===== src/design/task_bridge_pkg.sv =====
`default_nettype none

package task_bridge_pkg;

   // task window, top quarter of the address space
   localparam logic [31:0] ADDR_TASK_TS     = 32'hc000_0000;
   localparam logic [31:0] ADDR_TASK_LOCALE = 32'hc000_0004;
   localparam logic [31:0] ADDR_TASK_TTYPE  = 32'hc000_0008;
   localparam logic [31:0] ADDR_TASK_ARG0   = 32'hc000_000c;
   localparam logic [31:0] ADDR_TASK_ARG1   = 32'hc000_0010;
   localparam logic [31:0] ADDR_CUR_CYCLE   = 32'hc000_0014;
   localparam logic [31:0] ADDR_FINISH_TASK = 32'hc000_0018;
   localparam logic [31:0] ADDR_UNDO_ADDR   = 32'hc000_001c;
   localparam logic [31:0] ADDR_UNDO_DATA   = 32'hc000_0020;

   localparam int SLOT_WIDTH    = 6;
   localparam int THREAD_WIDTH  = 4;
   localparam int CHILD_WIDTH   = 8;
   localparam int UNDO_ID_WIDTH = 8;
   localparam int TTYPE_WIDTH   = 4;

   // the bus sees the arguments as two halves, the queue as one word
   typedef union packed {
      logic [63:0] word;
      struct packed {
         logic [31:0] hi;
         logic [31:0] lo;
      } half;
   } task_args_u;

   typedef struct packed {
      logic [31:0]            ts;
      logic [31:0]            locale;
      logic [TTYPE_WIDTH-1:0] ttype;
      task_args_u             args;
   } task_t;

   typedef struct packed {
      logic        wr;
      logic [31:0] addr;
      logic [31:0] data;
   } dbus_cmd_t;

   // unit and action selected by one data-bus command
   typedef enum logic [2:0] {
      FIELD_READ,
      DEQUEUE,
      FIELD_WRITE,
      ENQUEUE,
      UNDO_ADDR,
      UNDO_DATA,
      FINISH,
      UNMAPPED
   } mmio_target_e;

   typedef enum logic [2:0] {
      WAIT_CORE,
      NEXT_TASK,
      INFORM_CQ,
      IO_READ,
      FINISH_TASK
   } bridge_state_e;

endpackage

`default_nettype wire

===== src/design/task_bridge.sv =====
`default_nettype none

module task_bridge (
   input  logic                                      clk,
   input  logic                                      rstn,
   input  logic                                      cmd_valid,
   input  task_bridge_pkg::dbus_cmd_t                cmd,
   output logic                                      cmd_ready,
   output logic                                      rsp_valid,
   output logic [31:0]                               rsp_data,
   output logic                                      task_arvalid,
   input  logic                                      task_rvalid,
   input  task_bridge_pkg::task_t                    task_rdata,
   input  logic [task_bridge_pkg::SLOT_WIDTH-1:0]    task_rslot,
   input  logic [task_bridge_pkg::THREAD_WIDTH-1:0]  task_rthread,
   output logic                                      start_task_valid,
   output logic [task_bridge_pkg::SLOT_WIDTH-1:0]    start_task_slot,
   input  logic                                      start_task_ready,
   output logic                                      task_wvalid,
   output task_bridge_pkg::task_t                    task_wdata,
   output logic [task_bridge_pkg::SLOT_WIDTH-1:0]    task_cq_slot,
   output logic [task_bridge_pkg::CHILD_WIDTH-1:0]   task_child_id,
   input  logic                                      task_wready,
   output logic                                      finish_task_valid,
   output logic [task_bridge_pkg::SLOT_WIDTH-1:0]    finish_task_slot,
   output logic [task_bridge_pkg::THREAD_WIDTH-1:0]  finish_task_thread,
   output logic [task_bridge_pkg::CHILD_WIDTH-1:0]   finish_task_num_children,
   output logic                                      finish_task_undo_log_write,
   input  logic                                      finish_task_ready,
   output logic                                      undo_log_valid,
   output logic [task_bridge_pkg::UNDO_ID_WIDTH-1:0] undo_log_id,
   output logic [31:0]                               undo_log_addr,
   output logic [31:0]                               undo_log_data,
   output logic [task_bridge_pkg::SLOT_WIDTH-1:0]    undo_log_slot,
   input  logic                                      undo_log_ready
);
   import task_bridge_pkg::*;

   mmio_target_e             target;
   logic                     seq_ready;
   logic                     enq_ready;
   logic                     undo_ready;
   logic                     read_accept;
   logic                     dequeued;
   logic [SLOT_WIDTH-1:0]    cq_slot;
   logic                     enq_pending;
   logic                     undo_pending;
   logic [CHILD_WIDTH-1:0]   child_count;
   logic                     undo_written;

   // port names line up across the units
   mmio_decode u_decode (.*);

   task_sequencer u_sequencer (.*);

   enqueue_stager u_enqueue (.*);

   undo_log_writer u_undo (.*);

endmodule

`default_nettype wire


===== src/design/undo_log_writer.sv =====
`default_nettype none

module undo_log_writer (
   input  logic                                      clk,
   input  logic                                      rstn,
   input  logic                                      cmd_valid,
   input  task_bridge_pkg::dbus_cmd_t                cmd,
   input  task_bridge_pkg::mmio_target_e             target,
   input  logic                                      dequeued,
   input  logic [task_bridge_pkg::SLOT_WIDTH-1:0]    cq_slot,
   input  logic                                      undo_log_ready,
   output logic                                      undo_ready,
   output logic                                      undo_pending,
   output logic                                      undo_written,
   output logic                                      undo_log_valid,
   output logic [task_bridge_pkg::UNDO_ID_WIDTH-1:0] undo_log_id,
   output logic [31:0]                               undo_log_addr,
   output logic [31:0]                               undo_log_data,
   output logic [task_bridge_pkg::SLOT_WIDTH-1:0]    undo_log_slot
);
   import task_bridge_pkg::*;

   logic undo_take;
   logic undo_sent;

   assign undo_ready = !undo_log_valid;
   assign undo_pending = undo_log_valid;
   assign undo_take = cmd_valid & undo_ready;
   assign undo_sent = undo_log_valid & undo_log_ready;
   assign undo_log_slot = cq_slot;

   always_ff @(posedge clk) begin
      if (undo_take & (target == UNDO_ADDR)) begin
         undo_log_addr <= cmd.data;
      end
      if (undo_take & (target == UNDO_DATA)) begin
         undo_log_data <= cmd.data;
      end
   end

   // the data write completes the entry
   always_ff @(posedge clk) begin
      if (!rstn) begin
         undo_log_valid <= 1'b0;
      end else if (undo_take & (target == UNDO_DATA)) begin
         undo_log_valid <= 1'b1;
      end else if (undo_log_ready) begin
         undo_log_valid <= 1'b0;
      end
   end

   always_ff @(posedge clk) begin
      if (!rstn) begin
         undo_log_id <= '0;
         undo_written <= 1'b0;
      end else if (dequeued) begin
         undo_log_id <= '0;
         undo_written <= 1'b0;
      end else if (undo_sent) begin
         undo_log_id <= undo_log_id + 1'b1;
         undo_written <= 1'b1;
      end
   end

   entry_hold: assert property (@(posedge clk) disable iff (!rstn)
      undo_log_valid && !undo_log_ready |=>
         undo_log_valid && $stable(undo_log_addr) && $stable(undo_log_data));

endmodule

`default_nettype wire


===== src/design/enqueue_stager.sv =====
`default_nettype none

module enqueue_stager (
   input  logic                                    clk,
   input  logic                                    rstn,
   input  logic                                    cmd_valid,
   input  task_bridge_pkg::dbus_cmd_t              cmd,
   input  task_bridge_pkg::mmio_target_e           target,
   input  logic                                    dequeued,
   input  logic [task_bridge_pkg::SLOT_WIDTH-1:0]  cq_slot,
   input  logic                                    task_wready,
   output logic                                    enq_ready,
   output logic                                    enq_pending,
   output logic [task_bridge_pkg::CHILD_WIDTH-1:0] child_count,
   output logic                                    task_wvalid,
   output task_bridge_pkg::task_t                  task_wdata,
   output logic [task_bridge_pkg::SLOT_WIDTH-1:0]  task_cq_slot,
   output logic [task_bridge_pkg::CHILD_WIDTH-1:0] task_child_id
);
   import task_bridge_pkg::*;

   logic stage_wr;

   // staged fields are frozen while the enqueue waits
   assign enq_ready = !task_wvalid;
   assign enq_pending = task_wvalid;
   assign stage_wr = cmd_valid & enq_ready;

   always_ff @(posedge clk) begin
      if (stage_wr & (target == FIELD_WRITE)) begin
         case (cmd.addr)
            ADDR_TASK_LOCALE: task_wdata.locale <= cmd.data;
            ADDR_TASK_TTYPE: task_wdata.ttype <= cmd.data[TTYPE_WIDTH-1:0];
            ADDR_TASK_ARG0: task_wdata.args.half.lo <= cmd.data;
            ADDR_TASK_ARG1: task_wdata.args.half.hi <= cmd.data;
            default: ;
         endcase
      end else if (stage_wr & (target == ENQUEUE)) begin
         task_wdata.ts <= cmd.data;
      end
   end

   always_ff @(posedge clk) begin
      if (!rstn) begin
         task_wvalid <= 1'b0;
      end else if (stage_wr & (target == ENQUEUE)) begin
         task_wvalid <= 1'b1;
      end else if (task_wready) begin
         task_wvalid <= 1'b0;
      end
   end

   // children are numbered from zero within each dequeued task
   always_ff @(posedge clk) begin
      if (!rstn) begin
         child_count <= '0;
      end else if (dequeued) begin
         child_count <= '0;
      end else if (task_wvalid & task_wready) begin
         child_count <= child_count + 1'b1;
      end
   end

   assign task_cq_slot = cq_slot;
   assign task_child_id = child_count;

   wdata_stable: assert property (@(posedge clk) disable iff (!rstn)
      task_wvalid && !task_wready |=> task_wvalid && $stable(task_wdata));

endmodule

`default_nettype wire


===== src/design/task_sequencer.sv =====
`default_nettype none

module task_sequencer (
   input  logic                                       clk,
   input  logic                                       rstn,
   input  logic                                       cmd_valid,
   input  task_bridge_pkg::dbus_cmd_t                 cmd,
   input  task_bridge_pkg::mmio_target_e              target,
   input  logic                                       task_rvalid,
   input  task_bridge_pkg::task_t                     task_rdata,
   input  logic [task_bridge_pkg::SLOT_WIDTH-1:0]     task_rslot,
   input  logic [task_bridge_pkg::THREAD_WIDTH-1:0]   task_rthread,
   input  logic                                       start_task_ready,
   input  logic                                       finish_task_ready,
   input  logic                                       enq_pending,
   input  logic                                       undo_pending,
   input  logic [task_bridge_pkg::CHILD_WIDTH-1:0]    child_count,
   input  logic                                       undo_written,
   output logic                                       seq_ready,
   output logic                                       read_accept,
   output logic                                       dequeued,
   output logic [task_bridge_pkg::SLOT_WIDTH-1:0]     cq_slot,
   output logic                                       task_arvalid,
   output logic                                       start_task_valid,
   output logic [task_bridge_pkg::SLOT_WIDTH-1:0]     start_task_slot,
   output logic                                       finish_task_valid,
   output logic [task_bridge_pkg::SLOT_WIDTH-1:0]     finish_task_slot,
   output logic [task_bridge_pkg::THREAD_WIDTH-1:0]   finish_task_thread,
   output logic [task_bridge_pkg::CHILD_WIDTH-1:0]    finish_task_num_children,
   output logic                                       finish_task_undo_log_write,
   output logic                                       rsp_valid,
   output logic [31:0]                                rsp_data
);
   import task_bridge_pkg::*;

   bridge_state_e state;
   bridge_state_e state_next;
   task_t         cur_task;
   logic [31:0]   read_addr;
   logic [31:0]   cur_cycle;
   logic [31:0]   read_cycle;
   logic          read_take;

   // every read is taken only while the core is idle
   assign read_accept = (state == WAIT_CORE);
   assign read_take = read_accept & cmd_valid & !cmd.wr;

   assign task_arvalid = (state == NEXT_TASK);
   assign dequeued = task_arvalid & task_rvalid;

   assign start_task_valid = (state == INFORM_CQ);
   assign start_task_slot = cq_slot;

   // hold the finish report until outgoing enqueue and undo entries drain
   assign finish_task_valid = (state == FINISH_TASK) & !enq_pending & !undo_pending;
   assign finish_task_slot = cq_slot;
   assign finish_task_num_children = child_count;
   assign finish_task_undo_log_write = undo_written;

   always_comb begin
      case (target)
         FIELD_READ, DEQUEUE: seq_ready = read_accept;
         FINISH: seq_ready = finish_task_valid & finish_task_ready;
         default: seq_ready = 1'b0;
      endcase
   end

   always_comb begin
      state_next = state;
      case (state)
         WAIT_CORE: begin
            if (read_take) begin
               state_next = (target == DEQUEUE) ? NEXT_TASK : IO_READ;
            end else if (cmd_valid & (target == FINISH)) begin
               state_next = FINISH_TASK;
            end
         end
         NEXT_TASK: begin
            if (dequeued) begin
               state_next = INFORM_CQ;
            end
         end
         INFORM_CQ: begin
            if (start_task_ready) begin
               state_next = IO_READ;
            end
         end
         IO_READ: state_next = WAIT_CORE;
         FINISH_TASK: begin
            if (finish_task_valid & finish_task_ready) begin
               state_next = WAIT_CORE;
            end
         end
         default: state_next = WAIT_CORE;
      endcase
   end

   always_ff @(posedge clk) begin
      if (!rstn) begin
         state <= WAIT_CORE;
      end else begin
         state <= state_next;
      end
   end

   always_ff @(posedge clk) begin
      if (!rstn) begin
         cur_cycle <= '0;
      end else begin
         cur_cycle <= cur_cycle + 32'd1;
      end
   end

   always_ff @(posedge clk) begin
      if (dequeued) begin
         cur_task <= task_rdata;
         cq_slot <= task_rslot;
         finish_task_thread <= task_rthread;
      end
   end

   // cycle value is taken at acceptance, not at response
   always_ff @(posedge clk) begin
      if (read_take) begin
         read_addr <= cmd.addr;
         read_cycle <= cur_cycle;
      end
   end

   assign rsp_valid = (state == IO_READ);

   always_comb begin
      rsp_data = '0;
      if (rsp_valid) begin
         case (read_addr)
            ADDR_TASK_TS: rsp_data = cur_task.ts;
            ADDR_TASK_LOCALE: rsp_data = cur_task.locale;
            ADDR_TASK_TTYPE: rsp_data = 32'(cur_task.ttype);
            ADDR_TASK_ARG0: rsp_data = cur_task.args.half.lo;
            ADDR_TASK_ARG1: rsp_data = cur_task.args.half.hi;
            ADDR_CUR_CYCLE: rsp_data = read_cycle;
            default: rsp_data = '0;
         endcase
      end
   end

   arvalid_hold: assert property (@(posedge clk) disable iff (!rstn)
      task_arvalid && !task_rvalid |=> task_arvalid);

   // no enqueue or undo entry may land while the finish report waits
   finish_hold: assert property (@(posedge clk) disable iff (!rstn)
      finish_task_valid && !finish_task_ready |=>
         finish_task_valid && $stable(finish_task_num_children)
         && $stable(finish_task_undo_log_write));

endmodule

`default_nettype wire


===== src/design/mmio_decode.sv =====
`default_nettype none

module mmio_decode (
   input  logic                          clk,
   input  logic                          rstn,
   input  logic                          cmd_valid,
   input  task_bridge_pkg::dbus_cmd_t    cmd,
   input  logic                          seq_ready,
   input  logic                          enq_ready,
   input  logic                          undo_ready,
   input  logic                          read_accept,
   output task_bridge_pkg::mmio_target_e target,
   output logic                          cmd_ready
);
   import task_bridge_pkg::*;

   logic unit_ready;

   always_comb begin
      target = UNMAPPED;
      if (cmd.wr) begin
         case (cmd.addr)
            ADDR_TASK_TS: target = ENQUEUE;
            ADDR_TASK_LOCALE,
            ADDR_TASK_TTYPE,
            ADDR_TASK_ARG0,
            ADDR_TASK_ARG1: target = FIELD_WRITE;
            ADDR_UNDO_ADDR: target = UNDO_ADDR;
            ADDR_UNDO_DATA: target = UNDO_DATA;
            ADDR_FINISH_TASK: target = FINISH;
            default: target = UNMAPPED;
         endcase
      end else begin
         case (cmd.addr)
            ADDR_TASK_TS: target = DEQUEUE;
            ADDR_TASK_LOCALE,
            ADDR_TASK_TTYPE,
            ADDR_TASK_ARG0,
            ADDR_TASK_ARG1,
            ADDR_CUR_CYCLE: target = FIELD_READ;
            default: target = UNMAPPED;
         endcase
      end
   end

   // owner of the target decides when the command is taken
   always_comb begin
      case (target)
         FIELD_READ, DEQUEUE, FINISH: unit_ready = seq_ready;
         FIELD_WRITE, ENQUEUE: unit_ready = enq_ready;
         UNDO_ADDR, UNDO_DATA: unit_ready = undo_ready;
         // unmapped writes are dropped at once, reads wait for the sequencer
         default: unit_ready = cmd.wr | read_accept;
      endcase
   end

   assign cmd_ready = cmd_valid & unit_ready;

   target_stable: assert property (@(posedge clk) disable iff (!rstn)
      cmd_valid && !cmd_ready |=> target == $past(target));

endmodule

`default_nettype wire


===== config.mk =====
export PLATFORM = sky130hd
export DESIGN_NAME = task_bridge
export DESIGN_NICKNAME = d
export VERILOG_FILES = /design/src/design/task_bridge_pkg.sv /design/src/design/task_bridge.sv /design/src/design/undo_log_writer.sv /design/src/design/enqueue_stager.sv /design/src/design/task_sequencer.sv /design/src/design/mmio_decode.sv
export SDC_FILE = /design/constraint.sdc
export NUM_CORES = 1
export LEC_CHECK = 0
export ABC_AREA = 1
export BUFFER_PORTS_ARGS = -buffer_cell sky130_fd_sc_hd__clkbuf_2
export CAP_MARGIN = 15
export CORE_UTILIZATION = 40
export CTS_CLUSTER_SIZE = 25
export DETAILED_ROUTE_END_ITERATION = 12
export GPL_TIMING_DRIVEN = 0
export PLACE_DENSITY_LB_ADDON = 0.08
export SYNTH_ARGS = -nofsm -noshare
export SYNTH_HDL_FRONTEND = slang
export SYNTH_SLANG_ARGS = --single-unit

===== constraint.sdc =====
create_clock -name clk -period 18.1 [get_ports clk]
set_input_delay 0.905 -clock clk [delete_from_list [all_inputs] [get_ports clk]]
set_output_delay 0.905 -clock clk [all_outputs]
set_load 0.03 [all_outputs]

Word level (Yosys, flattened, before mapping)
Index checks and enable logic that the tools add are counted.
Widths: inputs -> output; s select.
{"block": "op_classes", "addsub": 3, "eq_ne": 29, "muxes": 18, "n_bitwise": 19, "reduce_logical": 20}
{"cell": "$eq 32x32->1 const B", "n": 15}
{"cell": "$pmux 32 s6", "n": 1}
{"cell": "$add 32x1->32 const B", "n": 1}
{"cell": "$mux 32", "n": 1}
{"cell": "$mux 3", "n": 6}
{"cell": "$add 8x1->8 const B", "n": 2}
{"cell": "$and 1x1->1", "n": 16}
{"cell": "$pmux 3 s5", "n": 1}
{"cell": "$eq 3x2->1 const B", "n": 4}
{"cell": "$eq 3x3->1 const B", "n": 4}
{"cell": "$pmux 3 s4", "n": 1}
{"cell": "$reduce_and 2->1", "n": 5}
{"cell": "$reduce_or 2->1", "n": 4}
{"cell": "$eq 3x1->1 const B", "n": 2}
{"cell": "$logic_not 3->1", "n": 2}
{"cell": "$pmux 3 s2", "n": 1}
{"cell": "$reduce_or 5->1", "n": 1}
{"cell": "$mux 1", "n": 4}
{"cell": "$ne 2x2->1 const B", "n": 2}
{"cell": "$reduce_and 4->1", "n": 1}
{"cell": "$reduce_bool 2->1", "n": 2}
{"cell": "$reduce_or 4->1", "n": 1}
{"cell": "$logic_not 1->1", "n": 3}
{"cell": "$ne 3x1->1 const B", "n": 1}
{"cell": "7 further kinds", "n": 8}
{"block": "word_totals", "reg_bits": 456, "in_bits": 215, "output_inout_bits": 288, "wordCells": 111}

Logic depth before layout (Yosys ltp)
Gate-level depths: netlist (run 1).
{"block": "depth", "depth_word": 9, "mapped_depth": 16, "mapped_depth_nobuf": 16}

Cells and area by module
A second synthesis (run 1) with hierarchy kept.
{"block": "hier_totals", "hier_cells": 1403, "hier_area_um2": 17783.3}
{"module": "task_sequencer", "instances": 1, "cells_per_inst": 895, "area_per_inst_um2": 10094.7, "seq_area_each_um2": 6886.6}
{"module": "enqueue_stager", "instances": 1, "cells_per_inst": 269, "area_per_inst_um2": 4778.3, "seq_area_each_um2": 4144.0}
{"module": "undo_log_writer", "instances": 1, "cells_per_inst": 149, "area_per_inst_um2": 2489.9, "seq_area_each_um2": 2122.0}
{"module": "mmio_decode", "instances": 1, "cells_per_inst": 90, "area_per_inst_um2": 420.4, "seq_area_each_um2": 0.0}

Worst setup path after synthesis (run 1)
Ideal clock, no wire load.
{"block": "synth_timing", "kind": "reg2reg", "start": "register u_sequencer.state[0]", "end": "register u_enqueue.child_count[6] (netlist name)", "setup_ns": 0.128, "arrival_ns": 8.467, "required_ns": 17.972, "slack_ns": 9.505, "path_stages_with_launch": 9, "n_path_buf": 1, "period_less_slack_ns": 8.595, "path_cell_list": "dfxtp_1 inv_1 nor3_1 inv_1 nor2_1 nor2_1 inv_1 clkbuf_1 nor2_1"}
{"block": "synth_via", "elab_chain_len": 3}
{"item": "start, declared", "line": "task_sequencer.sv:36", "rtl": "bridge_state_e state;"}
{"item": "start signal, assigned", "line": "task_sequencer.sv:102", "rtl": "state <= state_next;"}
{"item": "$eq 3x1->1", "line": "task_sequencer.sv:48", "rtl": "assign task_arvalid = (state == NEXT_TASK);"}
{"item": "net task_arvalid", "line": "task_bridge.sv:11", "rtl": "output logic task_arvalid,"}
{"item": "$and 1x1->1", "line": "task_sequencer.sv:49", "rtl": "assign dequeued = task_arvalid & task_rvalid;"}
{"item": "net dequeued", "line": "task_bridge.sv:44", "rtl": "logic dequeued;"}
{"item": "$reduce_or 2->1 (no source line)"}
{"item": "end signal, assigned", "line": "enqueue_stager.sv:60", "rtl": "child_count <= child_count + 1'b1;"}
{"item": "end, declared", "line": "enqueue_stager.sv:14", "rtl": "output logic [task_bridge_pkg::CHILD_WIDTH-1:0] child_count,"}
The timed path passes the listed nets, and every way through them passes these cells.
A chain may end at the register's enable or synchronous reset.

Worst setup path in the final report (run 1)
{"block": "layout_timing", "start": "register u_sequencer.read_addr[17]", "end": "output rsp_data[3]"}
{"block": "layout_via", "elab_chain_len": 3, "word_cells_on_any_way": 8, "cone_classes": "6 x eq/ne; 2 x mux"}
{"item": "start, declared", "line": "task_sequencer.sv:39", "rtl": "logic [31:0] read_addr;"}
{"item": "start signal, assigned", "line": "task_sequencer.sv:125", "rtl": "read_addr <= cmd.addr;"}
{"item": "$eq 32x32->1", "line": "task_sequencer.sv:135", "rtl": "case (read_addr)"}
{"item": "$pmux 32 s6 *", "line": "task_sequencer.sv:135"}
{"item": "$mux 32 *", "line": "task_sequencer.sv:134", "rtl": "if (rsp_valid) begin"}
{"item": "end, declared", "line": "task_bridge.sv:10", "rtl": "output logic [31:0] rsp_data,"}
Every way passes the cells marked *; elsewhere a longest branch is shown, timed or not.

==> flow_summary.json, run 1 <==
{
  "status": "finished clean",
  "placement.cell_area_um2": 20700,
  "tns_ps": 0,
  "met1_length_mm": 17.01,
  "cp_data_required_time_ps": 17190,
  "crit_fanout": 10,
  "worstPathArrival_ps": 3270,
  "io_buffers": 501,
  "synth-main-ff-cell": "edfxtp_1",
  "stdcell_count": 2432,
  "wire_per_inst_um": 18.67,
  "cts.sinks": 456,
  "ys_seq_area_share_pct": 76.79,
  "rows": 75,
  "rrSetupSlack_ps": 15680,
  "hold_viol": 0,
  "drv_cap": 0,
  "rr_startpoint": "u_enqueue.enq_pending",
  "cp-end-kind": "output port",
  "synth_area_leaders": "edfxtp_1 (70%), dfxtp_1 (6.3%), inv_1 (3.9%)",
  "route.met3.wl_mm": 3.863,
  "period_share_pct": 23.06,
  "synthArstFlopShare_pct": 0,
  "grt_usage_pct": 20.67,
  "cts_tree": "done",
  "gp_congestion": 0.8231,
  "avgSynthCellArea_um2": 13.41,
  "synth_nets": 1495,
  "synth_edf_count": 402,
  "yosysUniqueCellTypes": 41,
  "grt_pass1_vias": 11690,
  "highest_layer": "met4",
  "worstSkewPairLatency_ps": 590,
  "setup_viol": 0,
  "place_hpwl_mm": 34.29,
  "synth_top_area_share_pct": 70.48,
  "hp-class": "flip-flop to flip-flop",
  "critPathLaunchType": "flip-flop",
  "die_x_um": 208.9,
  "fin_ws_ps": 13930,
  "peakVddDrop_mv": 0.06987,
  "cts_setup_buffers": 0,
  "routed_wl_mm": 45.40,
  "yosys_register_bits": 456,
  "vias_per_cell": 4.688,
  "path_clk_slew_ps": 60,
  "synth_common_cells": "edfxtp_1 (402), inv_1 (179), nand2_1 (172), nor2_1 (161), dfxtp_1 (54)",
  "clockBufferDepth": 3,
  "cts_root_buf": "clkbuf_16",
  "hold_buffers": 0,
  "fin_total_pwr_mw": 2.337,
  "drive_gt1_share_pct": 36.31,
  "h-tree-depth": 2,
  "wl_met2_mm": 23.42,
  "utilization_pct": 52.79,
  "start_util_pct": 40.65,
  "dp.cells": 2340,
  "num_vias": 11400,
  "cts_buffers": 49,
  "syn_area_um2": 17130,
  "fmax_ghz": 0.2395,
  "endpoint": "rsp_data[3]",
  "reg2reg_to": "u_enqueue.task_wdata[13]",
  "slew_headroom_pct": 39.34,
  "core_area_um2": 42130,
  "worst-r2r-cell-count": 6,
  "area_delta_synth_final_pct": 29.86,
  "critPathLaunch": "u_sequencer.read_addr[17]",
  "synthCells": 1277,
  "antenna_found_initial": 1,
  "tightest_slew_ps": 904.9,
  "yosysTopAreaCell": "edfxtp_1",
  "rsz0062_at_grt": "no",
  "grt_pass1_wl_mm": 67.59,
  "dr.pass1.iters": 5,
  "min_period_ps": 4175,
  "dp_worst_setup_slack_ps": 13970,
  "synth_most_common_cell": "edfxtp_1",
  "die_h_um": 208.9,
  "finalInstanceArea_um2": 22240,
  "grt_max_degree": 33,
  "cts_resized": 0,
  "synth_warnings": 0,
  "leakage_nw": 9.114,
  "nFillCells": 3672,
  "criticalPathCategory": "flip-flop to output port",
  "die-area_um2": 43650,
  "fin_nets": 2070,
  "drv_slew": 0,
  "io_pins": 503,
  "drc_errors": 0,
  "power_density_nw_per_um2": 105.1,
  "ant_nets": 0,
  "hold_slack_ps": 431.8,
  "finClkSkew_ps": 21.20,
  "grt-ovfl-total": 0,
  "drtIter0Drc": 569
}
routing by layer:
metal,up-vias,global-route usage (%)
met3,61,7.289
met2,339,37.38
li1,5569,-
met1,5433,22.31
met4,0,6.973
met5,-,0
layout by cell type, fill, tap and decap left out, drive strengths merged, types with 23 or more instances in the layout:
cell type,instances
nor3,31
o21ai,44
nor2,167
inv,183
edfxtp,402
nand3,37
dfxtp,54
clkinv,23
nand2,176
buf,69
clkbuf,569
a21oi,37
power breakdown:
group / leakage (nW) / switching [mW] / total [mW] / internal [mW]
registers: 4.09 / 0.0154 / 1.22 / 1.21
logic: 4.27 / 0.107 / 0.161 / 0.0540
clock network: 0.753 / 0.410 / 0.953 / 0.543
sequential cells by signal, summed over array words and instances, names as in the netlist, 3 cells and up:
signal                          cells
u_enqueue.child_count               8
u_sequencer.finish_task_thread      4
u_enqueue.task_wdata              132
u_sequencer.cq_slot                 6
u_sequencer.cur_cycle              32
u_sequencer.read_addr              32
u_sequencer.cur_task              132
u_sequencer.state                   3
u_sequencer.read_cycle             32
u_undo.undo_log_addr               32
u_undo.undo_log_id                  8
u_undo.undo_log_data               32
area by class of cell:
cell class | count | area, um^2 | area share [%]
antenna | 1 | 2.502 | 0.01125
multi-input combinational | 588 | 2987 | 13.43
buffer | 51 | 340.3 | 1.530
inverter | 182 | 683.2 | 3.072
tap | 539 | 674.4 | 3.032
timing repair buffer | 524 | 2863 | 12.87
clock buffer | 63 | 1309 | 5.884
clock inverter | 28 | 230.2 | 1.035
sequential | 456 | 13150 | 59.14
worst max-delay path, stage by stage (launching register included):
cell      delay, ps
edfxtp_1        370
nor4_1          350
nand4_1         250
nor3b_1         440
nand3_2         360
buf_2           320
o22ai_1         180
nor3_1           70
nor2_1          120
clkbuf_2        240
cell families after synthesis:
group	count (synthesis)	share of synthesized area [%]
xor+xnor	7	0.3580
buf+inv	233	5.976
flops	456	76.79
fa+ha+maj	3	0.2192
compound gates	125	4.734
simple gates	453	11.92
worst min-delay path by stage:
stage,from,cells past startpoint,end
after floorplan,u_sequencer.cur_cycle[31],0,u_sequencer.read_cycle[31]
after global placement,u_sequencer.cur_cycle[31],0,u_sequencer.read_cycle[31]
after detailed placement,u_sequencer.cur_cycle[9],0,u_sequencer.read_cycle[9]
after CTS,u_sequencer.cur_cycle[9],0,u_sequencer.read_cycle[9]
after global routing,u_sequencer.cur_cycle[9],0,u_sequencer.read_cycle[9]
final,u_sequencer.cur_cycle[9],0,u_sequencer.read_cycle[9]
Note: power is estimated with default switching activity, not from simulation.
==> run 2, diff against run 1 <==
ABC_AREA = 0   (was 1)
clock period = 3.5 ns   (was 18.1 ns; I/O delays follow)
==> run 2 against run 1 <==
Wire length is 2.7% higher. Non-clock buffer count grew 219. Via count decreased by 1.2%. Clock power rose to 5.4 times the previous value. Clock skew barely moved. Sequential power grew to 5.0 times the previous value. Utilization grew 5.5 points. Largest power group unchanged. Die area shrank 3.7%. Largest cell class unchanged. Sequential cell count stayed put. Highest routed layer unchanged.
==> flow_summary.json, run 2 <==
{
  "status": "finished clean",
  "min_period_ps": 3356,
  "place_hpwl_mm": 33.01,
  "power_switching_mw": 2.438,
  "switching_share_pct": 20.46,
  "ant_nets": 0,
  "nFillCells": 3323,
  "cp_slowest_cell": "nor4b_4",
  "synth-main-ff-cell": "edfxtp_1",
  "syn_area_um2": 16490,
  "antenna_found_initial": 2,
  "routed_wl_mm": 46.64,
  "pwr-share-clk_pct": 43.4,
  "holdPathStages": 4,
  "hp-class": "input port to flip-flop",
  "gp_congestion": 0.7929,
  "crit_chain": "dlygate4sd3_1, clkbuf_2, nor4bb_1, nand4_1, or3_4, or3_1, nor4b_4, buf_6, buf_8, buf_6",
  "ys_seq_area_share_pct": 79.78,
  "max_stage_delay_ps": 550,
  "fmax_ghz": 0.2979,
  "utilization_pct": 58.28,
  "start_util_pct": 40.47,
  "grt_pass1_vias": 11560,
  "cts_setup_buffers": 0,
  "hold_slack_ps": 57.12,
  "synthArstFlopShare_pct": 0,
  "crit_top_cell": "buf_6",
  "period_share_pct": 95.90,
  "cp_data_required_time_ps": 3790,
  "io_pins": 503,
  "grt_usage_pct": 21.65,
  "criticalPathCategory": "input port to flip-flop",
  "rows": 74,
  "worstSkewPairLatency_ps": 580,
  "yosysUniqueCellTypes": 54,
  "regArea_um2": 13150,
  "grt_pass1_wl_mm": 67.79,
  "fin_total_pwr_mw": 11.92,
  "power_frac_seq_pct": 50.9,
  "drtIter0Drc": 593,
  "dr.pass1.iters": 5,
  "cp-end-kind": "flip-flop",
  "multi_input_area_um2": 3044,
  "hold_viol": 0,
  "stdcell_count": 2333,
  "synth_warnings": 0,
  "layout_common_cells": "clkbuf_2 (503), edfxtp_1 (402), dlygate4sd3_1 (210)",
  "peakVddDrop_mv": 0.4209,
  "die_x_um": 205.0,
  "grt-ovfl-total": 0,
  "final_common_cell": "clkbuf_2",
  "io_buffers": 501,
  "drive_gt1_share_pct": 36.69,
  "cts.sinks": 456,
  "power_density_nw_per_um2": 501.8,
  "h-tree-depth": 2,
  "slew_headroom_pct": 33.51,
  "area_delta_synth_final_pct": 44.02,
  "tightest_slew_ps": 988.2,
  "drc_errors": 0,
  "reg.largest.list": "u_enqueue.task_wdata x132, u_sequencer.cur_task x132",
  "die-area_um2": 42030,
  "clockBufferDepth": 3,
  "die_h_um": 205.0,
  "vias_per_cell": 4.831,
  "crit_fanout": 12,
  "finClkSkew_ps": 21.36,
  "setup_viol": 0,
  "core_area_um2": 40740,
  "cts_buffers": 48,
  "synth_common_cells": "edfxtp_1 (402), nor2_1 (63), dfxtp_1 (54), nor2b_1 (37), o21ai_0 (35)",
  "avgSynthCellArea_um2": 16.84,
  "tns_ps": 0,
  "rsz0062_at_grt": "yes",
  "cts_tree": "done",
  "path_clk_slew_ps": 60,
  "synth_edf_count": 402,
  "drv_slew": 0,
  "leakage_nw": 9.207,
  "worst-r2r-cell-count": 9,
  "critPathLaunchType": "input port",
  "synth_nets": 1197,
  "fin_nets": 1979,
  "num_vias": 11270,
  "combPwrFrac_pct": 5.7,
  "synth_area_leaders": "edfxtp_1 (73%), dfxtp_1 (6.6%), mux2i_1 (1.9%)",
  "wire_per_inst_um": 19.99,
  "yosys_register_bits": 456,
  "synth_top_area_share_pct": 73.22,
  "p_int_mw": 9.477,
  "synth_most_common_cell": "edfxtp_1",
  "worstPathArrival_ps": 3640,
  "drv_cap": 0,
  "dp.cells": 2034,
  "synthCells": 979,
  "cts_root_buf": "clkbuf_16",
  "yosysTopAreaCell": "edfxtp_1",
  "grt_max_degree": 72
}
## run 2: cell count changes after synthesis, moves of 18 or more
cell	delta
inv_1	-174
nor2_1	-98
nor2b_1	+37
mux2i_1	+32
a22oi_1	+31
o21ai_1	-20
nand2_1	-146
nor3_1	-21
and2_1	+24
xnor2_1	+18
## run 2: kinds of logic after synthesis
kind of cell / Yosys count / synth area share [%]
AOI/OAI and AO/OA: 124 / 4.774
DFF: 456 / 79.78
xor gates and xnor gates: 36 / 1.912
and+or+nand+nor: 253 / 8.538
buffers and inverters: 67 / 2.216
adders and majority gates: 3 / 0.2277
muxes: 40 / 2.558
## run 2: critical path: cells and delay by family
family,cells,cell delay [ps]
buffers and inverters,5,1290
AND/OR/NAND/NOR,5,2150
## run 2: path summary, 6_finish.rpt
| path | slack (ps) | endpoint | start |
|---|---|---|---|
| setup / recovery | 140 | u_enqueue.task_wdata[41] | cmd[63] |
| hold / removal | 60 | u_sequencer.state[0] | start_task_ready |
| setup reg to reg | 820 | u_undo.undo_log_id[3] | u_sequencer.state[1] |
| hold reg to reg | 450 | u_sequencer.read_cycle[31] | u_sequencer.cur_cycle[31] |
## run 2: metal layers
layer	track usage (%)	routed length, um	vias up
met5	0	0	-
met4	8.307	1437	0
met3	5.822	3078	87
met2	36.18	22800	375
met1	26.67	19330	5531
li1	-	-	5277
## run 2: cell type report
type | instances | share of cell area [%]
timing repair buffer | 733 | 20.67
sequential | 456 | 55.39
buffer | 61 | 1.465
antenna | 2 | 0.02108
clock inverter | 23 | 1.154
clock buffer | 65 | 5.591
tap | 532 | 2.803
multi-input combinational | 456 | 12.82
inverter | 5 | 0.07904
## run 2: power groups by stage
stage	sequential, mW	combinational (mW)	clock (mW)
global placement	6.18	0.462	0
global route	6.07	0.742	5.48
CTS	6.06	0.688	5.30
finish	6.06	0.683	5.17
floorplan	6.18	0.216	0
detailed placement	6.17	0.491	0
## run 2: metrics by stage
stage               area, um^2  worst slack (ps)
finish                   23740             143.6
global route             23740            -4.976
CTS                      23730             8.939
detailed placement       20030             133.2
global placement         19690             -3200
floorplan                16520            -676.2
## run 2: timing repair
item | in CTS | in global routing
hold buffers | 210 | 0
setup endpoints to repair | 23 | 12
hold endpoints to repair | 375 | 0
gates resized for setup | 4 | 4
